$ cat src/logic/zx81_pkg.sv
/*
 ZX81 port logic shared definitions
 Bus address views, memory size and joystick layout codes,
 port addresses and fixed read bytes
*/
package zx81_pkg;

	// ========================================
	// Bus address views
	// ========================================

	// Memory view of the address bus
	typedef struct packed {
		logic [1:0]  bank;   // 16K bank number on A15 and A14
		logic [13:0] offset; // Offset inside the bank
	} zx_mem_addr_t;

	// I/O view of the address bus
	typedef struct packed {
		logic [7:0] row;  // Active low keyboard row selects on A15 to A8
		logic [7:0] port; // Port select on A7 to A0
	} zx_io_addr_t;

	typedef union packed {
		zx_mem_addr_t mem;
		zx_io_addr_t  io;
	} zx_addr_t;

	// ========================================
	// Hardware settings
	// ========================================

	typedef logic [1:0] mem_size_t;
	localparam mem_size_t MEM_1K  = 2'd0;
	localparam mem_size_t MEM_16K = 2'd1;
	localparam mem_size_t MEM_32K = 2'd2;
	localparam mem_size_t MEM_48K = 2'd3;

	typedef logic [1:0] joy_layout_t;
	localparam joy_layout_t JOY_CURSOR   = 2'd0; // Keys 5 6 7 8 0
	localparam joy_layout_t JOY_SINCLAIR = 2'd1; // Keys 6 7 8 9 0
	localparam joy_layout_t JOY_ZX81     = 2'd2;
	localparam joy_layout_t JOY_BOTH     = 2'd3; // Sinclair and ZX81 together

	// ========================================
	// Ports and read values
	// ========================================

	localparam logic [15:0] ZXPAND_PORT = 16'hE007;
	localparam logic [15:0] CHROMA_PORT = 16'h7FEF;

	localparam logic [7:0] IDLE_BYTE   = 8'hFF; // Floating bus
	localparam logic [7:0] CHROMA_READ = 8'hDF; // Chroma81 presence byte

endpackage
$ cat src/logic/zx_bus_if.sv
/*
 Accepted bus cycle
 One request as seen by the decoders, valid on the fire strobe
*/
interface zx_bus_if;

	logic               fire;  // Request accepted this cycle
	zx81_pkg::zx_addr_t addr;
	logic [7:0]         wdata;
	logic               io;    // I/O cycle, else memory
	logic               write;
	logic               m1;    // Opcode fetch

	modport source (
		output fire,
		output addr,
		output wdata,
		output io,
		output write,
		output m1
	);

	modport sink (
		input fire,
		input addr,
		input wdata,
		input io,
		input write,
		input m1
	);

endinterface

$ cat src/logic/zx81_port_top.sv
/*
 ZX81 bus port top level
 Takes Z80 bus requests on a valid/ready handshake and answers each with
 the RAM mapping or the I/O read byte
*/
module zx81_port_top #(
	parameter logic [7:0] ZXP_IDLE = 8'hFF
) (
	input  logic                    clk_sys,
	input  logic                    reset,

	// Request
	input  logic                    req_valid,
	output logic                    req_ready,
	input  logic [15:0]             req_addr,
	input  logic [7:0]              req_wdata,
	input  logic                    req_io,
	input  logic                    req_write,
	input  logic                    req_m1,

	// Response
	output logic                    rsp_valid,
	input  logic                    rsp_ready,
	output logic [7:0]              rsp_rdata,
	output logic                    rsp_ram_hit,
	output logic [15:0]             rsp_ram_addr,

	// Hardware settings
	input  zx81_pkg::mem_size_t     mem_size,
	input  logic                    low_ram_en,
	input  logic                    chroma_en,
	input  zx81_pkg::joy_layout_t   joy_layout,

	input  logic [4:0]              joystick,  // Fire up down left right
	input  logic [4:0]              key_cols,  // Active low columns
	input  logic                    hz50,
	output logic [7:0]              chroma_reg
);

	logic        ram_hit;
	logic [15:0] ram_addr;
	logic [7:0]  io_rdata;
	logic [4:0]  joy_cols;
	logic [7:0]  zxp_byte;

	zx_bus_if bus_if ();

	bus_handshake i_bus_handshake (
		.clk_sys      (clk_sys),
		.reset        (reset),
		.req_valid    (req_valid),
		.req_ready    (req_ready),
		.req_addr     (req_addr),
		.req_wdata    (req_wdata),
		.req_io       (req_io),
		.req_write    (req_write),
		.req_m1       (req_m1),
		.rsp_valid    (rsp_valid),
		.rsp_ready    (rsp_ready),
		.rsp_rdata    (rsp_rdata),
		.rsp_ram_hit  (rsp_ram_hit),
		.rsp_ram_addr (rsp_ram_addr),
		.bus          (bus_if),
		.ram_hit      (ram_hit),
		.ram_addr     (ram_addr),
		.io_rdata     (io_rdata)
	);

	ram_mapper i_ram_mapper (
		.bus        (bus_if),
		.mem_size   (mem_size),
		.low_ram_en (low_ram_en),
		.ram_hit    (ram_hit),
		.ram_addr   (ram_addr)
	);

	io_port_decoder i_io_port_decoder (
		.clk_sys    (clk_sys),
		.reset      (reset),
		.bus        (bus_if),
		.chroma_en  (chroma_en),
		.key_cols   (key_cols),
		.hz50       (hz50),
		.joy_cols   (joy_cols),
		.zxp_byte   (zxp_byte),
		.io_rdata   (io_rdata),
		.chroma_reg (chroma_reg)
	);

	zxpand_joy #(
		.ZXP_IDLE (ZXP_IDLE)
	) i_zxpand_joy (
		.clk_sys    (clk_sys),
		.reset      (reset),
		.bus        (bus_if),
		.joy_layout (joy_layout),
		.joystick   (joystick),
		.joy_cols   (joy_cols),
		.zxp_byte   (zxp_byte)
	);

endmodule

$ cat src/logic/zxpand_joy.sv
/*
 ZXpand port and joystick mapping
 Holds the ZXpand response byte and folds the joystick onto
 keyboard columns for the selected layouts
*/
module zxpand_joy #(
	parameter logic [7:0] ZXP_IDLE = 8'hFF
) (
	input  logic                  clk_sys,
	input  logic                  reset,
	zx_bus_if.sink                bus,
	input  zx81_pkg::joy_layout_t joy_layout,
	input  logic [4:0]            joystick,  // Fire up down left right
	output logic [4:0]            joy_cols,
	output logic [7:0]            zxp_byte
);

	logic       zxp_use;   // Joystick handed to ZXpand
	logic       zxp_wr;
	logic       cursor;
	logic       sinclair;
	logic       zx81;
	logic [4:0] keys_row4; // Keys on row select A12
	logic [4:0] keys_row3; // Keys on row select A11

	// ========================================
	// ZXpand port
	// ========================================

	assign zxp_wr = bus.fire & bus.io & bus.write & (bus.addr == zx81_pkg::ZXPAND_PORT);

	always_ff @(posedge clk_sys) begin
		if (reset) begin
			zxp_use  <= 1'b0;
			zxp_byte <= ZXP_IDLE;
		end else if (zxp_wr) begin
			case (bus.wdata)
				8'hAA: zxp_byte <= 8'hF0;
				8'h55: zxp_byte <= 8'h0F;
				8'hA0: begin
					zxp_use  <= 1'b1;
					zxp_byte <= {~joystick[3:0], ~joystick[4], 3'b000}; // Active low snapshot
				end
				default: zxp_byte <= 8'hFF;
			endcase
		end
	end

	// ========================================
	// Joystick to keyboard
	// ========================================

	assign cursor   = (joy_layout == zx81_pkg::JOY_CURSOR);
	assign sinclair = (joy_layout == zx81_pkg::JOY_SINCLAIR) | (joy_layout == zx81_pkg::JOY_BOTH);
	assign zx81     = (joy_layout == zx81_pkg::JOY_ZX81) | (joy_layout == zx81_pkg::JOY_BOTH);

	assign keys_row4 =
		({5{sinclair}} & {joystick[1], joystick[0], joystick[2], joystick[3], joystick[4]}) |
		({5{zx81}} & {joystick[2], joystick[3], joystick[0], joystick[1], joystick[4]}) |
		({5{cursor}} & {joystick[2], joystick[3], joystick[0], 1'b0, joystick[4]});

	assign keys_row3 = {5{cursor}} & {joystick[1], 4'b0000}; // Cursor left is key 5

	// A set row select bit masks that row out
	assign joy_cols = {5{zxp_use}} |
		(({5{bus.addr.io.row[4]}} | ~keys_row4) & ({5{bus.addr.io.row[3]}} | ~keys_row3));

endmodule

$ cat src/logic/io_port_decoder.sv
/*
 I/O read decoder and Chroma81 control
 Builds the byte for keyboard, ZXpand and Chroma81 reads and holds
 the Chroma81 mode register
*/
module io_port_decoder (
	input  logic       clk_sys,
	input  logic       reset,
	zx_bus_if.sink     bus,
	input  logic       chroma_en,
	input  logic [4:0] key_cols,  // Active low
	input  logic       hz50,
	input  logic [4:0] joy_cols,  // Joystick mask, active low
	input  logic [7:0] zxp_byte,
	output logic [7:0] io_rdata,
	output logic [7:0] chroma_reg
);

	logic kbd_sel;
	logic zxp_sel;
	logic chroma_sel;
	logic chroma_wr;

	// ========================================
	// Port selects
	// ========================================

	// Any even port read is the keyboard
	assign kbd_sel    = bus.io & ~bus.write & ~bus.addr.io.port[0];
	assign zxp_sel    = bus.io & (bus.addr == zx81_pkg::ZXPAND_PORT);
	assign chroma_sel = bus.io & chroma_en & (bus.addr == zx81_pkg::CHROMA_PORT);
	assign chroma_wr  = bus.fire & bus.write & chroma_sel;

	// ========================================
	// Read byte
	// ========================================

	always_comb begin
		if (kbd_sel) begin
			io_rdata = {1'b0, hz50, 1'b0, key_cols & joy_cols}; // Tape in reads 0
		end else if (zxp_sel) begin
			io_rdata = zxp_byte;
		end else if (chroma_sel) begin
			io_rdata = zx81_pkg::CHROMA_READ;
		end else begin
			io_rdata = zx81_pkg::IDLE_BYTE;
		end
	end

	// ========================================
	// Chroma81 register
	// ========================================

	// Cleared and held while Chroma81 is off
	always_ff @(posedge clk_sys) begin
		if (reset | ~chroma_en) begin
			chroma_reg <= 8'h00;
		end else if (chroma_wr) begin
			chroma_reg <= bus.wdata;
		end
	end

endmodule

$ cat src/logic/ram_mapper.sv
/*
 Memory map decoder
 Maps a memory cycle onto the 64K RAM space for 1K to 48K main RAM,
 the optional 8K low RAM and the 48K opcode fetch mirror
*/
module ram_mapper (
	zx_bus_if.sink              bus,
	input  zx81_pkg::mem_size_t mem_size,
	input  logic                low_ram_en,
	output logic                ram_hit,
	output logic [15:0]         ram_addr
);

	logic [1:0]  bank;
	logic [13:0] offset;
	logic        big_mem;  // 32K or 48K
	logic        lo_sel;
	logic        hi_sel;

	assign bank    = bus.addr.mem.bank;
	assign offset  = bus.addr.mem.offset;
	assign big_mem = (mem_size == zx81_pkg::MEM_32K) | (mem_size == zx81_pkg::MEM_48K);

	// 8K at 2000h-3FFFh
	assign lo_sel = low_ram_en & (bank == 2'd0) & offset[13];

	// Upper half with bank 3 only on data cycles at 48K
	assign hi_sel = bank[1] & big_mem &
		(~bank[0] | (~bus.m1 & (mem_size == zx81_pkg::MEM_48K)));

	assign ram_hit = bank[0] | hi_sel | lo_sel;

	// ========================================
	// RAM address
	// ========================================

	always_comb begin
		ram_addr = {2'b01, offset};
		if (lo_sel) begin
			ram_addr = {3'b001, offset[12:0]};
		end else begin
			case (mem_size)
				zx81_pkg::MEM_1K: ram_addr = {6'b010000, offset[9:0]}; // Mirrored 1K
				zx81_pkg::MEM_16K: ram_addr = {2'b01, offset};
				zx81_pkg::MEM_32K: begin
					if (bank == 2'd2) begin
						ram_addr = {2'b10, offset};
					end else begin
						ram_addr = {2'b01, offset}; // Bank 3 mirrors main 16K
					end
				end
				zx81_pkg::MEM_48K: begin
					case (bank)
						2'd2:    ram_addr = {2'b10, offset};
						2'd3:    ram_addr = {~bus.m1, 1'b1, offset}; // M1 sees main 16K
						default: ram_addr = {2'b01, offset};
					endcase
				end
			endcase
		end
	end

endmodule

$ cat src/logic/bus_handshake.sv
/*
 Bus request handshake
 Accepts one request per cycle into a one-deep response register,
 answering exactly one cycle after acceptance
*/
module bus_handshake (
	input  logic        clk_sys,
	input  logic        reset,

	input  logic        req_valid,
	output logic        req_ready,
	input  logic [15:0] req_addr,
	input  logic [7:0]  req_wdata,
	input  logic        req_io,
	input  logic        req_write,
	input  logic        req_m1,

	output logic        rsp_valid,
	input  logic        rsp_ready,
	output logic [7:0]  rsp_rdata,
	output logic        rsp_ram_hit,
	output logic [15:0] rsp_ram_addr,

	zx_bus_if.source    bus,

	// Decoder results for the cycle on the bus
	input  logic        ram_hit,
	input  logic [15:0] ram_addr,
	input  logic [7:0]  io_rdata
);

	logic fire;

	// ========================================
	// Acceptance
	// ========================================

	// Room when empty or when the held response leaves this cycle
	assign req_ready = ~rsp_valid | rsp_ready;
	assign fire      = req_valid & req_ready;

	assign bus.fire  = fire;
	assign bus.addr  = req_addr;
	assign bus.wdata = req_wdata;
	assign bus.io    = req_io;
	assign bus.write = req_write;
	assign bus.m1    = req_m1;

	// ========================================
	// Response register
	// ========================================

	always_ff @(posedge clk_sys) begin
		if (reset) begin
			rsp_valid <= 1'b0;
		end else if (fire) begin
			rsp_valid <= 1'b1; // Refilled, or overwritten as it drains
		end else if (rsp_ready) begin
			rsp_valid <= 1'b0;
		end
	end

	always_ff @(posedge clk_sys) begin
		if (fire) begin
			if (req_io) begin
				rsp_rdata    <= io_rdata;
				rsp_ram_hit  <= 1'b0;
				rsp_ram_addr <= 16'h0000;
			end else begin
				rsp_rdata    <= zx81_pkg::IDLE_BYTE; // Memory data comes from RAM
				rsp_ram_hit  <= ram_hit;
				rsp_ram_addr <= ram_addr;
			end
		end
	end

endmodule

$ cat config.mk
export PLATFORM = sky130hd
export DESIGN_NAME = zx81_port_top
export DESIGN_NICKNAME = d
export VERILOG_FILES = /design/src/logic/zx81_pkg.sv /design/src/logic/zx_bus_if.sv /design/src/logic/zx81_port_top.sv /design/src/logic/zxpand_joy.sv /design/src/logic/io_port_decoder.sv /design/src/logic/ram_mapper.sv /design/src/logic/bus_handshake.sv
export SDC_FILE = /design/constraint.sdc
export NUM_CORES = 1
export LEC_CHECK = 0
export BUFFER_PORTS_ARGS = -buffer_cell sky130_fd_sc_hd__buf_2
export CORE_MARGIN = 2
export CORE_UTILIZATION = 35
export DETAILED_ROUTE_END_ITERATION = 16
export GPL_ROUTABILITY_DRIVEN = 0
export PLACE_DENSITY = 0.59
export SLEW_MARGIN = 20
export SYNTH_ARGS = -nofsm -noshare
export SYNTH_HDL_FRONTEND = slang
export SYNTH_HIERARCHICAL = 1
export SYNTH_SLANG_ARGS = --single-unit
$ cat constraint.sdc
create_clock -name clk_sys -period 2.95 [get_ports clk_sys]
set_clock_uncertainty 0.2 [all_clocks]
set_input_delay 0.1475 -clock clk_sys [delete_from_list [all_inputs] [get_ports clk_sys]]
set_output_delay 0.1475 -clock clk_sys [all_outputs]
set_load 0.05 [all_outputs]
==> flow_results.org <==
** Status
- Status :: completed

** GRT
- The initial antenna violation count was 0.
- For this run, the total global-route usage over all layers was measured as 0.146.
- Via count of the first global-routing pass :: 1,728
- Pin count of the biggest net entering global routing :: 29
- The first global-routing pass estimated 8420 µm of wire.
- The total overflow left after global routing is 0.

** STA
- After routing, the total negative slack on setup checks comes to 0 ns.
- Max frequency :: 410 MHz
- Final critical delay including setup and external delays :: roughly 2.4 ns
- Worst slew pin tran :: 0.672 ns
- The number of failing hold endpoints at the final stage is 0.
- Across all setup checks in the final design, the least slack found is 0.511 ns.
- Of the available clock period, the critical path in the final layout requires 0.827.
- Pins Over Slew Limit :: 0
- Number of setup violations in the final report :: 0
- Unrepaired setup endpoints after global routing :: false
- Relative slew slack :: 0.551

** Routing
- Violation count after the first detailed-routing iteration :: 64
- Summing over every cut layer, the via total after detailed routing is 1,893.
- Number of nets with antenna violations after detailed routing :: 0
- After detailed routing, the number of remaining DRC violations is 0.
- In the routed layout, each cell is associated on average with a via count of 5.02.
- In the final routed layout, each cell accounts on average for 14.7 µm.
- Number of detailed-routing iterations run before antenna repair :: 4
- Routed wire length :: 5550 µm

** Place
- The count of buffers added on input and output ports is 82.
- HPWL after DPL :: 4220 µm
- Worst setup timing slack at the placement stage :: between 0.5 and 0.6 ns

** Clock tree
- At the later pin of the worst-skew pair, clock insertion delay measures 0.29 ns.
- TritonCTS built the clock tree.
- Number of buffers created by CTS :: 5
- Count of H-tree levels built during CTS :: 2
- For this design, the sink count on the clock tree is 41.
- In this run the clock root is driven by a sky130_fd_sc_hd__clkbuf_8.
- Register clock-pin slew on the reported worst setup and hold paths :: 0.08 ns
- Largest buffer count on any clock path :: 2

** Setup path
- The startpoint identified for the worst register-to-register timing path is i_bus_handshake/rsp_valid$_SDFFE_PP0P_.
- Counting cells, the worst reg-to-reg path comes to 6.
- In this run the worst setup path terminates at i_zxpand_joy/zxp_byte[7]$_SDFFE_PP1P_.
- For flop-to-flop paths, the worst setup slack is 0.58 ns.
- For the worst setup path, the data arrival time is roughly 2.4 ns.
- The critical path is of the in2reg type.
- STA classifies the critical path startpoint as an input pin.
- The worst register-to-register path ends at i_zxpand_joy/zxp_byte[7]$_SDFFE_PP1P_.
- Along the worst path, the maximum fanout reaches 27.
- Worst endpoint required time :: 2.93 ns
- Tracing the worst setup path back leads to its startpoint at req_valid.
- STA classifies the critical path endpoint as a flip-flop.

** Layout
- Count of inserted antenna diode cells :: 0
- Register Area :: 1070 µm²
- Post-layout net count :: 344
- The register with the most flip-flops in the layout has 16 of them.
- Leaving out fill and tap cells, the most frequent cells in the layout are 82 x sky130_fd_sc_hd__buf_2, 25 x sky130_fd_sc_hd__edfxtp_1, 17 x sky130_fd_sc_hd__nor2b_1.
- The area growth from synthesis to layout is 17.2%.
- Share of layout cells above drive strength 1 :: 0.340
- Leaving out fill and tap cells, the most frequent cell in the layout is sky130_fd_sc_hd__buf_2.
- The multi-input combinational cells in the finished layout cover a total of 1020 µm².
- After filler insertion, the fill cell instance count of the layout stands at between 600 and 700.

** Power and ir drop
- Pint :: 0.923 mW
- The analysis attributes to cell leakage a power of 1.09 nW.
- Of the total power, the share spent switching nets is 0.276.
- Peak supply drop :: 0.000199 V
- Part of the power in registers :: 0.499
- Combinational share of power :: 0.186
- Summed over all nets, the switching power comes to ~0.35 mW.
- Of the total power, the clock network draws 0.315.
- Dividing total power by cell area gives a power density of 449 nW/µm².

** Flow run
- Max-Cap Viols :: 0

** Synthesis
- Counting every net in the synthesized netlist gives 288.
- Number of warnings reported in the yosys synthesis log :: 6
- The mapped netlist covers 2420 µm².
- Post-synthesis sequential element count :: between 40 and 50
- Gate count after technology mapping :: 240
- Ys flop type :: sky130_fd_sc_hd__edfxtp_1
- Post-synthesis share of cell area spent on and, or, nand and nor gates :: 0.281
- Synth Area in Compound Gates :: 0.130
- Of the synthesized area, sequential elements account for 0.442.
- Async set-or-reset flop fraction in the synthesized netlist :: 0
- A synthesized cell averages 10.1 µm².
- Measured against the total synthesized area, the mux share comes to 0.00827.
- Share of synthesized cell area in full adder, half adder and majority cells :: 0
- In this run, distinct cell masters in the synthesized netlist total 46.
- Of the total synthesized cell area, the portion taken by XOR and XNOR cells is 0.
- Yosys mapped a number of flops with a built-in enable equal to 25.
- By area, the combinational part of the netlist is dominated by simple AND/OR/NAND/NOR gates.

** Floorplan
- The die is a little under 90 µm tall.
- The floorplan has 30 rows.
- Overall die area :: approximately 7600 µm²
- Starting density of the core :: 0.358
- In this run the standard cell core region covers about 6800 µm².
- Number of ports placed on the die boundary :: 83
- Measured along the x axis, the die boundary spans 87.2 µm.

** Hold path
- Worst hold path type :: in2reg
- The startpoint identified for the worst hold timing path is req_addr[1].
==> layer usage <==
metal / vias to the layer above / global-route usage / routed length [µm]
li1: 949 / - / -
met1: 878 / 0.191 / 2530
met2: 56 / 0.227 / 2560
met3: 10 / 0.0417 / 338
met4: 0 / 0.0559 / 123
met5: - / 0 / 0
==> worst min-delay path by stage <==
stage	end	slack, ns	cells past startpoint
after floorplan	i_bus_handshake/rsp_valid$_SDFFE_PP0P_	0.02	1
after global placement	i_bus_handshake/rsp_valid$_SDFFE_PP0P_	0.20	3
after detailed placement	i_bus_handshake/rsp_valid$_SDFFE_PP0P_	0.21	3
after CTS	i_zxpand_joy/zxp_byte[7]$_SDFFE_PP1P_	0.001	3
after global routing	i_bus_handshake/rsp_ram_addr[1]$_SDFFCE_PP0P_	0.005	2
final	i_bus_handshake/rsp_ram_addr[1]$_SDFFCE_PP0P_	0.003	2
==> critical path, cell delays in order <==
cell and delay, ns:
sky130_fd_sc_hd__dlygate4sd3_1 0.53, sky130_fd_sc_hd__buf_2 0.11, sky130_fd_sc_hd__and2_4 0.38, sky130_fd_sc_hd__nand4b_4 0.12, sky130_fd_sc_hd__or4_4 0.45, sky130_fd_sc_hd__a2111o_1 0.46, sky130_fd_sc_hd__o22a_1 0.20
==> cell usage after synthesis, types with 2 or more instances <==
| library cell | count | area, µm² |
|---|---|---|
| sky130_fd_sc_hd__nor4b_1 | 3 | 26.3 |
| sky130_fd_sc_hd__buf_1 | 2 | 7.51 |
| sky130_fd_sc_hd__mux2i_1 | 2 | 20.0 |
| sky130_fd_sc_hd__o21ai_0 | 8 | 40.0 |
| sky130_fd_sc_hd__nor4_1 | 2 | 12.5 |
| sky130_fd_sc_hd__o21a_1 | 3 | 22.5 |
| sky130_fd_sc_hd__nand2_1 | 14 | 52.6 |
| sky130_fd_sc_hd__nor4bb_1 | 2 | 20.0 |
| sky130_fd_sc_hd__inv_1 | 3 | 11.3 |
| sky130_fd_sc_hd__or4_1 | 2 | 15.0 |
| sky130_fd_sc_hd__or2b_1 | 2 | 15.0 |
| sky130_fd_sc_hd__buf_4 | 39 | 293 |
| sky130_fd_sc_hd__a2bb2oi_1 | 5 | 43.8 |
| sky130_fd_sc_hd__nor2_1 | 13 | 48.8 |
| sky130_fd_sc_hd__a21boi_1 | 3 | 22.5 |
| sky130_fd_sc_hd__edfxtp_1 | 25 | 751 |
| sky130_fd_sc_hd__a22o_1 | 3 | 26.3 |
| sky130_fd_sc_hd__nand2b_1 | 11 | 68.8 |
| sky130_fd_sc_hd__and2_1 | 3 | 18.8 |
| sky130_fd_sc_hd__nor3b_1 | 2 | 15.0 |
| sky130_fd_sc_hd__nand4_1 | 9 | 56.3 |
| sky130_fd_sc_hd__nand3_1 | 3 | 15.0 |
| sky130_fd_sc_hd__a21oi_1 | 13 | 65.1 |
| sky130_fd_sc_hd__nand4b_1 | 3 | 26.3 |
| sky130_fd_sc_hd__nand3b_1 | 3 | 22.5 |
| sky130_fd_sc_hd__nor3_1 | 3 | 15.0 |
| sky130_fd_sc_hd__buf_2 | 5 | 25.0 |
| sky130_fd_sc_hd__o22a_1 | 5 | 43.8 |
| sky130_fd_sc_hd__dfxtp_1 | 16 | 320 |
| sky130_fd_sc_hd__nor2b_1 | 17 | 106 |
==> through the flow <==
step	total power, mW	std cells	cell area (µm²)	util	hold WS (ns)
after floorplan	0.834	240	2420	-	0.0166
final	1.27	377	2840	0.420	0.00314
after detailed placement	0.875	357	2620	0.387	0.215
after global placement	0.873	357	2620	0.387	0.199
after CTS	1.29	377	2840	0.420	0.00119
after global routing	1.33	377	2840	0.420	0.00540
==> area by class of cell <==
cell class,count,area share
flip-flops and latches,41,0.377
multi-input cells,150,0.358
repair buffers,95,0.190
well taps,80,0.0353
clock buffers,7,0.0340
inverters,3,0.00397
clock inverters,1,0.00176
==> power by group through the flow <==
stage	Clock (mW)	Combinational (mW)	Sequential, mW
floorplan	0	0.116	0.719
global placement	0	0.225	0.649
detailed placement	0	0.226	0.649
CTS	0.413	0.239	0.636
global route	0.438	0.255	0.637
finish	0.401	0.237	0.635
==> kinds of logic (layout without fill, tap and decap cells) <==
family	after synthesis	in the layout
AOI/OAI and AO/OA	46	46
buffers and inverters	49	106
DFF	41	41
muxes	2	2
and+or+nand+nor	102	102
==> timing repair <==
item,CTS,global route
setup buffers,0,0
hold buffers,12,0
gates resized for setup,0,0
endpoints found under the hold margin,11,0
Power figures use the tool's default switching activity.
